===== src/verilog/retire_pkg.sv =====
// retire stage shared definitions
// widths, destination byte type codes and vector CSR state

package retire_pkg;

  ////////////////////////////////////////////////////////////
  // top level defaults
  ////////////////////////////////////////////////////////////

  localparam int DEF_NUM_SLOTS = 4;    // uops retired per group
  localparam int DEF_VLEN      = 128;  // vector register bits
  localparam int DEF_XLEN      = 32;   // scalar register bits

  // register file index, same for VRF and XRF
  localparam int REG_INDEX_W = 5;

  ////////////////////////////////////////////////////////////
  // destination byte type
  ////////////////////////////////////////////////////////////

  // every byte of vd is tagged by the execute units
  // only body active bytes are written back, the rest keep old value
  typedef enum logic [1:0] {
    PRESTART      = 2'b00,  // below vstart
    TAIL          = 2'b01,  // at or above vl
    BODY_INACTIVE = 2'b10,  // masked off by v0
    BODY_ACTIVE   = 2'b11
  } byte_type_t;

  ////////////////////////////////////////////////////////////
  // vector CSR state
  ////////////////////////////////////////////////////////////

  localparam int VSTART_W = 16;
  localparam int VL_W     = 16;
  localparam int VTYPE_W  = 8;   // vma, vta, vsew, vlmul

  // restored on a trap so the handler sees the faulting element
  typedef struct packed {
    logic [VSTART_W-1:0] vstart;
    logic [VL_W-1:0]     vl;
    logic [VTYPE_W-1:0]  vtype;
  } vcsr_t;  // 40 bits

endpackage


===== src/verilog/retire_decode.sv =====
// retire decode
// trap cancellation, VRF/XRF write split, byte enables and trap CSR pick

`timescale 1ns/100ps

module retire_decode #(
  parameter  int NUM_SLOTS = 4,
  parameter  int VLEN      = 128,
  localparam int VLENB     = VLEN / 8
) (
  input  logic [NUM_SLOTS-1:0]                         rob_valid,
  input  logic [NUM_SLOTS-1:0]                         rob_w_type,   // 1 for XRF
  input  logic [NUM_SLOTS-1:0]                         rob_w_valid,
  input  retire_pkg::byte_type_t [NUM_SLOTS*VLENB-1:0] rob_byte_type,
  input  logic [NUM_SLOTS-1:0]                         rob_trap,
  input  retire_pkg::vcsr_t [NUM_SLOTS-1:0]            rob_vcsr,
  output logic [NUM_SLOTS-1:0]                         vrf_live,
  output logic [NUM_SLOTS-1:0]                         xrf_live,
  output logic [NUM_SLOTS*VLENB-1:0]                   byte_en,
  output logic                                         trap_hit,
  output retire_pkg::vcsr_t                            trap_vcsr
);

  import retire_pkg::*;

  logic [NUM_SLOTS-1:0] write_ok;  // writes, not behind a trap

  ////////////////////////////////////////////////////////////
  // trap prefix, slot 0 is the oldest
  ////////////////////////////////////////////////////////////

  always_comb begin : trap_scan
    logic killed;
    killed = 1'b0;
    for (int s = 0; s < NUM_SLOTS; s++) begin
      write_ok[s] = rob_valid[s] & rob_w_valid[s] & ~killed;
      // trapping slot still writes, younger ones do not
      killed = killed | (rob_valid[s] & rob_trap[s]);
    end
  end

  assign vrf_live = write_ok & ~rob_w_type;
  assign xrf_live = write_ok & rob_w_type;

  // byte enables straight from the type codes
  always_comb begin
    for (int i = 0; i < NUM_SLOTS * VLENB; i++) begin
      byte_en[i] = (rob_byte_type[i] == BODY_ACTIVE);
    end
  end

  ////////////////////////////////////////////////////////////
  // oldest trapping slot wins
  ////////////////////////////////////////////////////////////

  always_comb begin
    trap_hit  = 1'b0;
    trap_vcsr = '0;
    // scan young to old so the oldest hit is the last one kept
    for (int s = NUM_SLOTS - 1; s >= 0; s--) begin
      if (rob_valid[s] && rob_w_valid[s] && rob_trap[s]) begin
        trap_hit  = 1'b1;
        trap_vcsr = rob_vcsr[s];
      end
    end
  end

endmodule


===== src/verilog/retire_result.sv =====
// retire output stage
// registers VRF, XRF and VCSR writes; holds XRF writes until ready

`timescale 1ns/100ps

module retire_result #(
  parameter  int NUM_SLOTS = 4,
  parameter  int VLEN      = 128,
  parameter  int XLEN      = 32,
  localparam int VLENB     = VLEN / 8
) (
  input  logic                                         clk,
  input  logic                                         rst,
  // from decode and WAW
  input  logic [NUM_SLOTS-1:0]                         rob_valid,
  input  logic [NUM_SLOTS-1:0]                         vrf_live,
  input  logic [NUM_SLOTS-1:0]                         xrf_live,
  input  logic [NUM_SLOTS*VLENB-1:0]                   strobe,
  input  logic [NUM_SLOTS*retire_pkg::REG_INDEX_W-1:0] rob_index,
  input  logic [NUM_SLOTS*VLEN-1:0]                    rob_data,
  input  logic                                         trap_hit,
  input  retire_pkg::vcsr_t                            trap_vcsr,
  input  logic [NUM_SLOTS-1:0]                         xrf_ready,
  output logic                                         rob_ready,
  // VRF write, one-cycle pulse per slot
  output logic [NUM_SLOTS-1:0]                         vrf_valid,
  output logic [NUM_SLOTS*retire_pkg::REG_INDEX_W-1:0] vrf_index,
  output logic [NUM_SLOTS*VLEN-1:0]                    vrf_data,
  output logic [NUM_SLOTS*VLENB-1:0]                   vrf_strobe,
  // XRF write, valid/ready per slot
  output logic [NUM_SLOTS-1:0]                         xrf_valid,
  output logic [NUM_SLOTS*retire_pkg::REG_INDEX_W-1:0] xrf_index,
  output logic [NUM_SLOTS*XLEN-1:0]                    xrf_data,
  // vector CSR restore on trap
  output logic                                         vcsr_valid,
  output retire_pkg::vcsr_t                            vcsr_data
);

  import retire_pkg::*;

  logic accept;  // group taken this edge

  ////////////////////////////////////////////////////////////
  // group handshake
  ////////////////////////////////////////////////////////////

  // ready once every pending XRF write drains, same cycle counts
  assign rob_ready = ~|(xrf_valid & ~xrf_ready);
  assign accept    = rob_ready & (|rob_valid);

  ////////////////////////////////////////////////////////////
  // valids
  ////////////////////////////////////////////////////////////

  always_ff @(posedge clk) begin
    if (rst) begin
      vrf_valid  <= '0;
      xrf_valid  <= '0;
      vcsr_valid <= 1'b0;
    end else begin
      // VRF and VCSR have no ready, one pulse per group
      vrf_valid  <= accept ? vrf_live : '0;
      vcsr_valid <= accept & trap_hit;
      if (accept) begin
        xrf_valid <= xrf_live;  // old pending bits all drain this edge
      end else begin
        xrf_valid <= xrf_valid & ~xrf_ready;
      end
    end
  end

  ////////////////////////////////////////////////////////////
  // payload
  ////////////////////////////////////////////////////////////

  always_ff @(posedge clk) begin
    if (accept) begin
      vrf_index  <= rob_index;
      vrf_data   <= rob_data;
      vrf_strobe <= strobe;
      if (trap_hit) begin
        vcsr_data <= trap_vcsr;
      end
    end
  end

  // XRF payload loads only for live slots, stays put while pending
  always_ff @(posedge clk) begin
    for (int s = 0; s < NUM_SLOTS; s++) begin
      if (accept && xrf_live[s]) begin
        xrf_index[s*REG_INDEX_W +: REG_INDEX_W] <= rob_index[s*REG_INDEX_W +: REG_INDEX_W];
        xrf_data[s*XLEN +: XLEN]                <= rob_data[s*VLEN +: XLEN];  // low bits
      end
    end
  end

endmodule


===== src/verilog/vector_retire.sv =====
// vector retire stage top
// decode, WAW strobe filter and registered write-back to VRF, XRF and VCSR

`timescale 1ns/100ps

module vector_retire #(
  parameter  int NUM_SLOTS = retire_pkg::DEF_NUM_SLOTS,
  parameter  int VLEN      = retire_pkg::DEF_VLEN,
  parameter  int XLEN      = retire_pkg::DEF_XLEN,
  localparam int VLENB     = VLEN / 8
) (
  input  logic                                         clk,
  input  logic                                         rst,
  // reorder buffer, slot 0 oldest
  input  logic [NUM_SLOTS-1:0]                         rob_valid,
  input  logic [NUM_SLOTS-1:0]                         rob_w_type,
  input  logic [NUM_SLOTS-1:0]                         rob_w_valid,
  input  logic [NUM_SLOTS*retire_pkg::REG_INDEX_W-1:0] rob_index,
  input  logic [NUM_SLOTS*VLEN-1:0]                    rob_data,
  input  retire_pkg::byte_type_t [NUM_SLOTS*VLENB-1:0] rob_byte_type,
  input  logic [NUM_SLOTS-1:0]                         rob_trap,
  input  retire_pkg::vcsr_t [NUM_SLOTS-1:0]            rob_vcsr,
  output logic                                         rob_ready,
  // VRF
  output logic [NUM_SLOTS-1:0]                         vrf_valid,
  output logic [NUM_SLOTS*retire_pkg::REG_INDEX_W-1:0] vrf_index,
  output logic [NUM_SLOTS*VLEN-1:0]                    vrf_data,
  output logic [NUM_SLOTS*VLENB-1:0]                   vrf_strobe,
  // XRF
  output logic [NUM_SLOTS-1:0]                         xrf_valid,
  output logic [NUM_SLOTS*retire_pkg::REG_INDEX_W-1:0] xrf_index,
  output logic [NUM_SLOTS*XLEN-1:0]                    xrf_data,
  input  logic [NUM_SLOTS-1:0]                         xrf_ready,
  // VCSR
  output logic                                         vcsr_valid,
  output retire_pkg::vcsr_t                            vcsr_data
);

  import retire_pkg::*;

  logic [NUM_SLOTS-1:0]       vrf_live;
  logic [NUM_SLOTS-1:0]       xrf_live;
  logic [NUM_SLOTS*VLENB-1:0] byte_en;
  logic [NUM_SLOTS*VLENB-1:0] strobe;    // after WAW
  logic                       trap_hit;
  vcsr_t                      trap_vcsr;

  retire_decode #(.NUM_SLOTS(NUM_SLOTS), .VLEN(VLEN)) retire_decode_i (
    .rob_valid(rob_valid), .rob_w_type(rob_w_type), .rob_w_valid(rob_w_valid),
    .rob_byte_type(rob_byte_type), .rob_trap(rob_trap), .rob_vcsr(rob_vcsr),
    .vrf_live(vrf_live), .xrf_live(xrf_live), .byte_en(byte_en),
    .trap_hit(trap_hit), .trap_vcsr(trap_vcsr)
  );

  waw_strobe #(.NUM_SLOTS(NUM_SLOTS), .VLEN(VLEN)) waw_strobe_i (
    .byte_en(byte_en), .vrf_live(vrf_live), .rob_index(rob_index), .strobe(strobe)
  );

  retire_result #(.NUM_SLOTS(NUM_SLOTS), .VLEN(VLEN), .XLEN(XLEN)) retire_result_i (
    .clk(clk), .rst(rst), .rob_valid(rob_valid), .vrf_live(vrf_live),
    .xrf_live(xrf_live), .strobe(strobe), .rob_index(rob_index), .rob_data(rob_data),
    .trap_hit(trap_hit), .trap_vcsr(trap_vcsr), .xrf_ready(xrf_ready),
    .rob_ready(rob_ready), .vrf_valid(vrf_valid), .vrf_index(vrf_index),
    .vrf_data(vrf_data), .vrf_strobe(vrf_strobe), .xrf_valid(xrf_valid),
    .xrf_index(xrf_index), .xrf_data(xrf_data), .vcsr_valid(vcsr_valid),
    .vcsr_data(vcsr_data)
  );

endmodule


===== src/verilog/waw_strobe.sv =====
// write-after-write strobe filter
// drops bytes that a younger VRF write to the same register covers

`timescale 1ns/100ps

module waw_strobe #(
  parameter  int NUM_SLOTS = 4,
  parameter  int VLEN      = 128,
  localparam int VLENB     = VLEN / 8
) (
  input  logic [NUM_SLOTS*VLENB-1:0]                  byte_en,
  input  logic [NUM_SLOTS-1:0]                        vrf_live,
  input  logic [NUM_SLOTS*retire_pkg::REG_INDEX_W-1:0] rob_index,
  output logic [NUM_SLOTS*VLENB-1:0]                  strobe
);

  localparam int IW = retire_pkg::REG_INDEX_W;

  // per slot, bytes that some younger same-register write also covers
  logic [NUM_SLOTS*VLENB-1:0] over_en;

  ////////////////////////////////////////////////////////////
  // younger writer scan
  ////////////////////////////////////////////////////////////

  // any slot count, replaces the fixed four-entry case tree
  always_comb begin
    over_en = '0;
    for (int s = 0; s < NUM_SLOTS; s++) begin
      for (int y = s + 1; y < NUM_SLOTS; y++) begin
        // empty and XRF slots never shadow a VRF write
        if (vrf_live[y] && (rob_index[y*IW +: IW] == rob_index[s*IW +: IW])) begin
          over_en[s*VLENB +: VLENB] =
            over_en[s*VLENB +: VLENB] | byte_en[y*VLENB +: VLENB];
        end
      end
    end
  end

  // youngest slot keeps all its bytes since over_en stays zero there
  assign strobe = byte_en & ~over_en;

endmodule

===== config.mk =====
export PLATFORM = sky130hd
export DESIGN_NAME = vector_retire
export DESIGN_NICKNAME = d
export VERILOG_FILES = /design/src/verilog/retire_pkg.sv /design/src/verilog/retire_decode.sv /design/src/verilog/retire_result.sv /design/src/verilog/vector_retire.sv /design/src/verilog/waw_strobe.sv
export SDC_FILE = /design/constraint.sdc
export NUM_CORES = 1
export LEC_CHECK = 0
export BUFFER_PORTS_ARGS = -buffer_cell sky130_fd_sc_hd__buf_4
export CORE_AREA = 2 2 644 646
export DETAILED_ROUTE_END_ITERATION = 16
export DIE_AREA = 0 0 646 648
export PLACE_DENSITY = 0.3
export SLEW_MARGIN = 5
export SYNTH_ARGS = -nofsm -noshare
export SYNTH_HDL_FRONTEND = slang
export SYNTH_SLANG_ARGS = --single-unit

===== constraint.sdc =====
create_clock -name clk -period 52.1 [get_ports clk]
set_input_delay 5.21 -clock clk [delete_from_list [all_inputs] [get_ports clk]]
set_output_delay 5.21 -clock clk [all_outputs]
set_load 0.02 [all_outputs]

Word level (Yosys, flattened, before mapping)
Index checks and enable logic that the tools add are counted.

Equality and inequality tests: 70. Multiplexer cells: 15. Bitwise logic cells: 28. Reductions and logical operators: 23.

Operator list (count): $mux 40 (4); $eq 2x2->1 const B (64); $mux 16 (6); $and 64x64->64 (1); $not 48->64 (1); $or 16x16->16 (3); $eq 5x5->1 (6); $logic_and 1x1->1 (18); $and 1x1->1 (12); $and 4x4->4 (3); $not 4->4 (2); $reduce_or 4->1 (2); $mux 1 (4); $mux 4 (1); $not 1->1 (4); $or 1x1->1 (2); $reduce_and 2->1 (1); $reduce_or 2->1 (1); $logic_not 1->1 (1).

Register bits after elaboration: 793. Bits of input ports: 842. Output and inout bits: 794. Logic and storage cells: 153.

Logic depth before layout (Yosys ltp)
Gate-level depths: netlist (run 1).

Depth after elaboration: 14. Gate-level depth with buffers: 6. Depth with buffers taken out: 5.

Cells and area by module
From an unflattened synthesis (run 1), not the netlist that was laid out.

Cells, all modules: 1289. Area total of the unflattened synthesis: 27453.8 µm².

Modules (own cells, without submodules): retire_result (instances 1, cells an instance 827, area each 23946.7 µm², seq. area each 23722.8 µm²); retire_decode (instances 1, cells an instance 289, area each 2203.4 µm², seq. area each 0.0 µm²); waw_strobe (instances 1, cells an instance 173, area each 1303.8 µm², seq. area each 0.0 µm²).

Least setup slack after synthesis (run 1)
OpenSTA, ideal clock, no wires.

Kind: in2reg. Start point: in xrf_ready[0]. End point: reg retire_result_i.xrf_data[100] (enable). Library setup time: 0.398 ns. Arrival time: 22.800 ns. Required time: 51.702 ns. Path slack: 28.902 ns. Stages: 5. Path buffers: 0. Path through: nand2b_1 and4_1 o41a_1 nand3_1 inv_1.

Cells in the longest elaborated chain, start to end: 6.

Ends and longest elaborated chain: start: declaration (RTL line vector_retire.sv:33) `input logic [NUM_SLOTS-1:0] xrf_ready,`; $not 4->4 (RTL line retire_result.sv:48) `assign rob_ready = ~|(xrf_valid & ~xrf_ready);`; $and 4x4->4 (RTL line retire_result.sv:48); $reduce_or 4->1 (RTL line retire_result.sv:48); $logic_not 1->1 (RTL line retire_result.sv:48); net rob_ready (RTL line vector_retire.sv:23) `output logic rob_ready,`; $and 1x1->1 (RTL line retire_result.sv:49) `assign accept = rob_ready & (|rob_valid);`; net retire_result_i.accept (RTL line retire_result.sv:41) `logic accept;`; $logic_and 1x1->1 (RTL line retire_result.sv:90) `if (accept && xrf_live[s]) begin`; end signal: indexed assignment (RTL line retire_result.sv:92) `xrf_data[s*XLEN +: XLEN] <= rob_data[s*VLEN +: XLEN];`; end: declaration (RTL line retire_result.sv:33) `output logic [NUM_SLOTS*XLEN-1:0] xrf_data,`.

The timed path passes the listed nets, and every way through them passes these cells. A chain may end at the register's enable or synchronous reset.

Final worst setup path (run 1)
Start point: in xrf_ready[1]. End point: out rob_ready.

Cells in the longest elaborated chain, start to end: 4.

Ends and longest elaborated chain (RTL line): $not 4->4 (retire_result.sv:48); $and 4x4->4 (retire_result.sv:48); $reduce_or 4->1 (retire_result.sv:48); $logic_not 1->1 (retire_result.sv:48); end: declaration (vector_retire.sv:23).

No other way between the ends.

==> results_dict.tcl, run 1 <==
set metrics [dict create \
    synth.distinct_cells 39 \
    slowest_stage "and4_1" \
    cts_resized 0 \
    ys_ff_latch 793 \
    synth_fa_ha_area_frac 0 \
    async_reset_ff_frac 0 \
    drc 0 \
    min_from "retire_result_i.xrf_valid[0]" \
    cp-end-kind "output pin" \
    hold-worst-slack_ns 0.635 \
    grt_pass1_vias 20900 \
    clk_path_buf_depth 4 \
    post-cts-setup-buffers 0 \
    r2r_cells 8 \
    arrival_ns 6.05 \
    fmax_ghz 0.0888 \
    synth_compound_area_frac 0.0540 \
    fin_nets 3771 \
    cp_common_cell "buf_4" \
    drt-total-wl_um 282000 \
    cellLeakagePower_nw 18.7 \
    crit_fanout 3 \
    rrSetupSlack_ns 45.90 \
    drtPass1Iterations 5 \
    slew_viol_final 0 \
    synth_xor_area_frac 0.00866 \
    via_count 20700 \
    h-tree-depth 3 \
    layout_commonest_cell "buf_4" \
    core-area_um2 412000 \
    synth_flop_cell "edfxtp_1" \
    dp.final_hpwl_um 248000 \
    insertion_delay_ns 0.85 \
    crit_buf_inv 2 \
    antenna_found_initial 114 \
    cts_buffers 113 \
    max_slew_margin 0.268 \
    synthToLayoutAreaGrowth_pct 87.8 \
    avgSynthCellArea_um2 22.1 \
    cp_cell_sequence "buf_4 > nand2b_1 > and4_1 > buf_4" \
    skew_ns 0.0761 \
    numPortBuffers 1635 \
    cp.required_ns 46.89 \
    reg2reg_from "retire_result_i.xrf_valid[2]" \
    dieArea_um2 419000 \
    cts_tree "yes" \
    rsz0062_at_grt "no" \
    ant_nets 0 \
    synth_area_um2 26300 \
    dieWidth_um 646 \
    p_per_area_nw_per_um2 39.0 \
    setup_violations 0 \
    path_class "input pin to output pin" \
    drtIter0Drc 1299 \
    boundaryPins 1636 \
    synth.yosys.seq_area_share 0.903 \
    grt_max_degree 80 \
    start_util 0.0638 \
    critPathLaunchType "input pin" \
    min_period_over_period 0.216 \
    netlist_instances 1189 \
    yosys_warnings 0 \
    status "finished clean" \
    cts_sinks 793 \
    crit_family "simple AND/OR/NAND/NOR gates" \
    hold_depth 2 \
    reg2reg_to "retire_result_i.vrf_data[101]" \
    cts.reportedPaths.clkPinSlew_ns 0.05 \
    yosys.area_share.simple 0.0278 \
    peakVddDrop_mv 0.0253 \
    worst_pin_slew_ns 1.10 \
    rows 236 \
    grt_pass1_wl_um 326000 \
    synth_edf_count 784 \
    hold_violations 0 \
    drive_above_1_share 0.616 \
    grt_overflow 0 \
    synthMuxAreaShare 0 \
    holdPathEnd "retire_result_i.xrf_valid[0]" \
    synth_top_family_by_area "compound AO/OA/AOI/OAI gates" \
    cts_root_buffer "clkbuf_16" \
    grt_use_total 0.128 \
    tns_ns 0 \
    gp_congestion 0.913 \
    dieHeight_um 648 \
    wl_per_cell_um 33.2 \
    final_cell_mix "buf_4, edfxtp_1, clkbuf_16" \
    holdBufCountCts 0 \
    cp_slowest_stage_delay_ns 0.35 \
    min_period_ns 11.26 \
    vias_per_cell 2.43 \
    hold_path.class "register to register" \
    drv_cap 0 \
    syn_nets 2031 \
]
-- cells in the mapped netlist (all sizes together), types with 4 or more instances --
| cell type | number | area, um^2 |
|---|---|---|
| a21boi | 16 | 120 |
| a21oi | 5 | 25.0 |
| a221oi | 72 | 693 |
| and2 | 32 | 200 |
| buf | 6 | 50.0 |
| clkbuf | 27 | 101 |
| dfxtp | 9 | 180 |
| edfxtp | 784 | 23500 |
| inv | 8 | 30.0 |
| nand2 | 61 | 229 |
| nand2b | 6 | 40.0 |
| nand3 | 10 | 50.1 |
| nor2 | 6 | 22.5 |
| nor4 | 4 | 85.1 |
| o211ai | 16 | 120 |
| o21ai | 80 | 400 |
| xnor2 | 14 | 123 |
| xor2 | 12 | 105 |
-- cell families (layout without fill, tap and decap cells) --
group | after synthesis | after routing
AOI/OAI and AO/OA | 196 | 196
xor gates and xnor gates | 26 | 26
other | 0 | 17
DFF | 793 | 793
buffers and inverters | 41 | 1872
and+or+nand+nor | 133 | 133
-- sequential cells by signal (all words and copies together) (netlist names) --
name,cells
retire_result_i.xrf_data,128
retire_result_i.vrf_data,512
retire_result_i.vcsr_valid,1
retire_result_i.vrf_valid,4
retire_result_i.xrf_index,20
retire_result_i.vcsr_data,40
retire_result_i.vrf_index,20
retire_result_i.xrf_valid,4
retire_result_i.vrf_strobe,64
-- area by class of cell --
| type | instances | area, um^2 |
|---|---|---|
| fillers | 46600 | 363000 |
| clock inverters | 76 | 945 |
| diodes | 17 | 42.5 |
| well taps | 5474 | 6850 |
| clock buffers | 130 | 2890 |
| repair buffers | 1658 | 12400 |
| multi-input cells | 355 | 2420 |
| inverters | 8 | 32.5 |
| flip-flops and latches | 793 | 23700 |
-- worst min-delay path: cells and delay by family, from the launching register on --
family	cells	cell delay (ns)
DFF	1	0.34
and+or+nand+nor	1	0.16
AOI/OAI and AO/OA	1	0.08
-- routing by layer --
| metal | part of all wire | up-vias | track usage |
|---|---|---|---|
| li1 | - | 8357 | - |
| met1 | 0.34 | 10700 | 0.129 |
| met3 | 0.11 | 345 | 0.0593 |
| met2 | 0.52 | 1234 | 0.234 |
| met5 | 0.0012 | - | 0 |
| met4 | 0.035 | 50 | 0.0384 |
-- per-stage QoR --
step	util	setup WS (ns)	std cells	area (um^2)	power, mW
floorplan	-	28.90	1189	26300	0.899
global placement	0.110	40.69	8288	45500	1.13
detailed placement	0.110	40.62	8288	45500	1.12
CTS	0.120	40.71	8494	49300	1.98
global route	0.120	40.71	8504	49300	2.00
finish	0.120	40.84	8511	49300	1.92
-- worst max path at each step --
| stage | endpoint | from | cells past startpoint |
|---|---|---|---|
| 6_report | rob_ready | xrf_ready[1] | 4 |
| 5_1_grt | rob_ready | xrf_ready[1] | 4 |
| 4_1_cts | rob_ready | xrf_ready[1] | 4 |
| 2_1_floorplan | retire_result_i.xrf_data[100] | xrf_ready[0] | 5 |
| 3_3_place_gp | retire_result_i.vrf_data[168] | xrf_ready[1] | 9 |
| 3_5_place_dp | retire_result_i.vrf_data[145] | xrf_ready[1] | 9 |
-- power breakdown --
part	switching, mW	leakage (nW)	total, mW	internal [mW]
Sequential	0.0251	8.03	0.788	0.763
Clock	0.334	1.87	0.827	0.493
Combinational	0.204	8.75	0.308	0.104
Total	0.562	18.7	1.92	1.36
No activity file was read; power rests on OpenSTA's default activity.
==> inputs of run 2 (changes only) <==
CORE_AREA = 2 2 634 636   (was 2 2 644 646)
DIE_AREA = 0 0 636 638   (was 0 0 646 648)
clock period = 9.2 ns   (was 52.1 ns; I/O delays follow)
==> run 2 against run 1 <==
  * Clock power grew to 5.5 times the previous value
  * Worst hold slack worse by 0.39 ns
  * Utilization is 0.31 points higher
  * Critical path depth is 2 higher
  * Clock-buffer cell count is 7 higher
  * Via count is 1.2% higher
  * Final area is 0.71% lower
  * Combinational power grew to 5.6 times the previous value
  * Global-route usage is 0.20 points higher
  * Register-to-register slack worse by 40 ns
  * Highest routed layer unchanged
  * Power grew to 5.5 times the previous value
  * Wire length is 2.2% lower
==> results_dict.tcl, run 2 (synthesized netlist as in run 1, its figures left out) <==
set metrics [dict create \
    boundaryPins 1636 \
    dieArea_um2 406000 \
    largest_reg_flops 512 \
    critPathLaunchType "register" \
    drc 0 \
    rows 232 \
    cp.required_ns 9.64 \
    cts_root_buffer "clkbuf_16" \
    reg2reg_from "retire_result_i.xrf_valid[1]" \
    wl_per_cell_um 33.2 \
    drtPass1Iterations 7 \
    drv_cap 0 \
    fill_cells 45100 \
    cts_tree "yes" \
    min_period_over_period 0.387 \
    peakVddDrop_mv 0.135 \
    clk_path_buf_depth 4 \
    holdBufCountCts 0 \
    cts.reportedPaths.clkPinSlew_ns 0.06 \
    r2r_cells 6 \
    utilization 0.123 \
    arrival_ns 4.01 \
    largest-register "retire_result_i.vrf_data" \
    h-tree-depth 3 \
    dieHeight_um 638 \
    insertion_delay_ns 0.84 \
    min_period_ns 3.56 \
    hold_path.class "input pin to register" \
    cts_resized 0 \
    dieWidth_um 636 \
    seq_area_um2 23700 \
    rrSetupSlack_ns 5.64 \
    holdPathEnd "retire_result_i.vrf_data[109]" \
    layout_commonest_cell "buf_4" \
    via_count 20900 \
    final_cell_mix "buf_4, edfxtp_1, clkbuf_16" \
    drtIter0Drc 1531 \
    status "finished clean" \
    hold_depth 1 \
    fin_nets 3768 \
    core-area_um2 399000 \
    drt-total-wl_um 276000 \
    setup_violations 0 \
    dp.final_hpwl_um 243000 \
    reg2reg_to "retire_result_i.vcsr_data[10]" \
    rsz0062_at_grt "no" \
    grt_pass1_vias 21200 \
    gp_congestion 0.912 \
    tns_ns 0 \
    skew_ns 0.0421 \
    fmax_ghz 0.281 \
    antenna_found_initial 154 \
    cp-end-kind "register" \
    grt_use_total 0.130 \
    slew_viol_final 0 \
    multiInputGateArea_um2 2420 \
    top_regs "retire_result_i.vrf_data (512), retire_result_i.xrf_data (128), retire_result_i.vrf_strobe (64)" \
    cts_sinks 793 \
    hold-worst-slack_ns 0.240 \
    crit_fanout 111 \
    min_from "rob_data[109]" \
    cellLeakagePower_nw 18.6 \
    post-cts-setup-buffers 0 \
    grt_overflow 0 \
    vias_per_cell 2.52 \
    worst_pin_slew_ns 1.25 \
    grt_pass1_wl_um 324000 \
    grt_max_degree 129 \
    start_util 0.0659 \
    drive_above_1_share 0.615 \
    path_class "register to register" \
    cts_buffers 115 \
    numPortBuffers 1635 \
    ant_nets 0 \
    hold_violations 0 \
    p_per_area_nw_per_um2 218 \
    max_slew_margin 0.166 \
    synthToLayoutAreaGrowth_pct 86.4 \
]
==> run 2: cell types whose count changed in the layout (fill, tap and decap cells not counted), moves of 2 or more <==
cell / before / now
clkinvlp_4: 5 / 10
clkbuf_1: 17 / 22
clkinv_2: 21 / 18
buf_4: 1658 / 1651
diode_2: 17 / 37
bufinv_16: 19 / 12
clkinv_1: 16 / 12
clkbuf_16: 113 / 115
buf_12: 0 / 2
==> run 2: worst max-delay path by stage <==
| stage | startpoint | end | slack [ns] | depth (start not counted) |
|---|---|---|---|---|
| finish | retire_result_i.xrf_valid[1] | retire_result_i.vcsr_data[10] | 5.64 | 6 |
| global route | retire_result_i.xrf_valid[1] | retire_result_i.vcsr_data[10] | 5.39 | 6 |
| CTS | retire_result_i.xrf_valid[1] | retire_result_i.vcsr_data[18] | 5.50 | 6 |
| detailed placement | xrf_ready[1] | retire_result_i.vcsr_data[18] | 4.72 | 7 |
| global placement | xrf_ready[1] | retire_result_i.vrf_data[446] | 4.78 | 6 |
| floorplan | xrf_ready[0] | retire_result_i.vcsr_data[0] | 1.23 | 4 |
==> run 2: cell type report <==
type / count / area share
Sequential cell: 793 / 0.484
Timing Repair Buffer: 1653 / 0.254
Tap cell: 5265 / 0.134
Clock buffer: 137 / 0.0604
Multi-Input combinational cell: 355 / 0.0495
Clock inverter: 67 / 0.0151
Antenna cell: 37 / 0.00189
Inverter: 8 / 0.000664
==> run 2: through the flow <==
stage	instance area, um^2	total power [mW]	std cells	setup WS (ns)
floorplan	26300	5.00	1189	1.23
global placement	45200	6.33	8074	4.78
detailed placement	45200	6.32	8074	4.72
CTS	48900	11.0	8278	5.50
global route	48900	11.1	8294	5.39
finish	49000	10.7	8315	5.64
==> run 2: critical path, stage by stage (launching register included) <==
cell and delay (ns):
dfxtp_1 0.32, nand2b_1 0.13, and4_1 0.34, o41a_4 0.61
buf_12 0.44, nor2b_4 0.28, buf_4 0.52
==> run 2: routing by layer <==
metal / vias up / global-route usage / share of wire
met4: 70 / 0.0329 / 0.032
met5: - / 0 / 0.0017
met1: 10800 / 0.135 / 0.35
met2: 1274 / 0.241 / 0.52
met3: 412 / 0.0541 / 0.095
li1: 8376 / - / -
==> run 2: power breakdown <==
| group | internal [mW] | switching [mW] | leakage, nW |
|---|---|---|---|
| clock | 2.63 | 1.88 | 1.78 |
| sequential | 4.32 | 0.127 | 8.03 |
| combinational | 0.593 | 1.11 | 8.74 |
==> inputs of run 3 (changes only) <==
ABC_AREA = 1   (was not set)
CORE_AREA = 2 2 642 644   (was 2 2 634 636)
DIE_AREA = 0 0 644 646   (was 0 0 636 638)
clock period = 3 ns   (was 9.2 ns; I/O delays follow)
==> run 3 against run 2 <==
  * Power grew to 3.1 times the previous value
  * Register-to-register slack got worse by 5.3 ns
  * Global-route usage fell by 1.3 points
  * Via count grew 20%
  * Sequential power grew to 3.1 times the previous value
  * Largest cell class unchanged
  * Worst hold slack worse by 0.13 ns
  * Flip-flop and latch count did not move
==> results_dict.tcl, run 3 <==
set metrics [dict create \
    drt-total-wl_um 257000 \
    drive_above_1_share 0.457 \
    synth_most_common_cell "edfxtp_1" \
    gp_congestion 0.922 \
    dieWidth_um 644 \
    drv_cap 0 \
    wl_per_cell_um 26.7 \
    rows 235 \
    cts_buffers 110 \
    fin_nets 4866 \
    p_int_mw 23.4 \
    h-tree-depth 3 \
    ant_nets 0 \
    via_count 25100 \
    avgSynthCellArea_um2 17.8 \
    setup_violations 0 \
    synth_edf_count 784 \
    grt_overflow 0 \
    rrSetupSlack_ns 0.29 \
    cts_sinks 793 \
    p_switching_mw 9.76 \
    r2r_cells 8 \
    cp_cell_sequence "dlygate4sd3_1 > buf_4 > inv_1 > nand2_1 > nand2_1 > nand3_1 > nor2_2 > buf_4 > nand3_1 > nand3_1 > dlygate4sd3_1 > nor2_1 > dlygate4sd3_1" \
    hold_violations 0 \
    synth.yosys.seq_area_share 0.879 \
    seqPwrFrac 0.415 \
    p_clk_frac 0.398 \
    synth_area_um2 27000 \
    arrival_ns 3.28 \
    synth_top_area_cell "edfxtp_1" \
    drtPass1Iterations 5 \
    cts_root_buffer "clkbuf_16" \
    cp-end-kind "register" \
    layout_commonest_cell "buf_4" \
    dp.final_hpwl_um 220000 \
    clk_path_buf_depth 4 \
    crit_fanout 16 \
    power_frac_comb 0.187 \
    antenna_found_initial 90 \
    grt_pass1_vias 25700 \
    hold-worst-slack_ns 0.110 \
    grt_use_total 0.117 \
    grt_max_degree 49 \
    ys_top_cells_by_area "edfxtp_1, nand2_1, nor2_1" \
    min_period_ns 2.74 \
    async_reset_ff_frac 0 \
    numPortBuffers 1635 \
    fill_cells 46000 \
    largest-register "retire_result_i.vrf_data" \
    dieHeight_um 646 \
    post-cts-setup-buffers 0 \
    worst_pin_slew_ns 0.886 \
    synthToLayoutAreaGrowth_pct 114 \
    cp_slowest_stage_delay_ns 0.56 \
    synth_flop_cell "edfxtp_1" \
    synth_top_area_share 0.872 \
    slew_viol_final 0 \
    drtIter0Drc 1897 \
    max_slew_margin 0.409 \
    min_period_over_period 0.914 \
    syn_nets 2356 \
    rsz0062_at_grt "no" \
    fin_area_um2 57700 \
    ys_ff_latch 793 \
    fmax_ghz 0.365 \
    finalWorstSetupSlack_ns 0.257 \
    hold_path.class "input pin to register" \
    dieArea_um2 416000 \
    path_class "input pin to register" \
    min_from "rob_byte_type[69]" \
    drc 0 \
    reg2reg_from "retire_result_i.xrf_valid[0]" \
    p_per_area_nw_per_um2 575 \
    netlist_instances 1514 \
    placed_cell_area_um2 46600 \
    final_cell_mix "buf_4, edfxtp_1, dlygate4sd3_1" \
    slowest_stage "dlygate4sd3_1" \
    boundaryPins 1636 \
    insertion_delay_ns 0.86 \
    top_regs "retire_result_i.vrf_data (512), retire_result_i.xrf_data (128), retire_result_i.vrf_strobe (64)" \
    cp.required_ns 3.53 \
    peakVddDrop_mv 0.461 \
    start_util 0.0661 \
    critPathLaunchType "input pin" \
    cts.reportedPaths.clkPinSlew_ns 0.06 \
    vias_per_cell 2.61 \
    synth.distinct_cells 25 \
    fin_total_pwr_mw 33.2 \
    cts_tree "yes" \
    core-area_um2 409000 \
    preCtsSetupSlack_ns -0.0645 \
    skew_ns 0.0945 \
    synthTopCellsByCount "edfxtp_1, nand2_1, nor2_1" \
    largest_reg_flops 512 \
    cellLeakagePower_nw 22.9 \
    reg2reg_to "retire_result_i.vrf_data[484]" \
    holdPathEnd "retire_result_i.vrf_strobe[34]" \
    hold_depth 4 \
    yosys_warnings 0 \
    grt_pass1_wl_um 310000 \
    swShare 0.294 \
    status "finished clean" \
]
==> run 3: cell count changes after synthesis, moves of 62 or more <==
cell	previous run	this run
a221oi_1	62	0
o21ai_0	80	8
nand2_1	61	212
nand3_1	10	74
inv_1	8	98
a21oi_1	5	80
nor2_1	6	127
==> run 3: layout make-up <==
type,count,area (um^2),area share
repair buffers,2436,20300,0.353
clock inverters,63,649,0.0113
flip-flops and latches,793,23700,0.412
multi-input cells,585,2790,0.0484
well taps,5451,6820,0.118
inverters,98,378,0.00655
diodes,53,133,0.00230
clock buffers,129,2820,0.0490
==> run 3: kinds of logic after synthesis <==
logic type                after synthesis  synth area share
xor gates and xnor gates               15           0.00487
AOI/OAI and AO/OA                     146            0.0323
buffers and inverters                 136            0.0207
and+or+nand+nor                       424            0.0636
DFF                                   793             0.879
==> run 3: how the worst max path moves through the flow <==
stage	to	cells after the start	from	slack (ns)
3_3_place_gp	retire_result_i.xrf_data[95]	9	xrf_ready[1]	-0.05
6_report	retire_result_i.vrf_strobe[15]	13	rob_index[3]	0.26
2_1_floorplan	retire_result_i.vrf_data[0]	5	retire_result_i.xrf_valid[3]	-7.10
4_1_cts	retire_result_i.xrf_data[78]	7	retire_result_i.xrf_valid[1]	0.13
5_1_grt	retire_result_i.vrf_valid[0]	10	retire_result_i.xrf_valid[1]	0.11
3_5_place_dp	retire_result_i.xrf_data[93]	9	xrf_ready[1]	-0.06
==> run 3: per-layer routing <==
metal  global-route usage  vias to the layer above  share of wire
met4               0.0410                       38          0.040
met3               0.0425                      300          0.090
met5                    0                        -        0.00099
met2                0.207                     1258           0.50
met1                0.128                    12800           0.37
li1                     -                    10700              -
==> run 3: worst max-delay path: cells and delay by family <==
| family | cells | cell delay [ns] |
|---|---|---|
| buffers and inverters | 6 | 2.29 |
| and+or+nand+nor | 7 | 0.61 |
==> run 3: timing repair <==
action | in CTS | in global routing
hold buffers | 743 | 0
endpoints found under the setup margin | 30 | 0
gates resized for setup | 1 | 0
hold endpoints to repair | 782 | 0
==> run 3: stage by stage <==
| stage | utilization | cells | TNS (ns) |
|---|---|---|---|
| final | 0.141 | 9608 | 0 |
| after global routing | 0.141 | 9589 | 0 |
| after CTS | 0.141 | 9555 | 0 |
| after detailed placement | 0.114 | 8620 | -1.89 |
| after global placement | 0.114 | 8620 | -2.24 |
| after floorplan | - | 1514 | -5076.24 |
==> run 3: power by group through the flow <==
stage,registers [mW],logic [mW],clock network [mW]
after floorplan,15.0,0.484,0
after global placement,14.0,5.42,0
after detailed placement,14.0,5.41,0
after CTS,13.8,6.38,13.8
after global routing,13.8,6.46,14.1
final,13.8,6.19,13.2
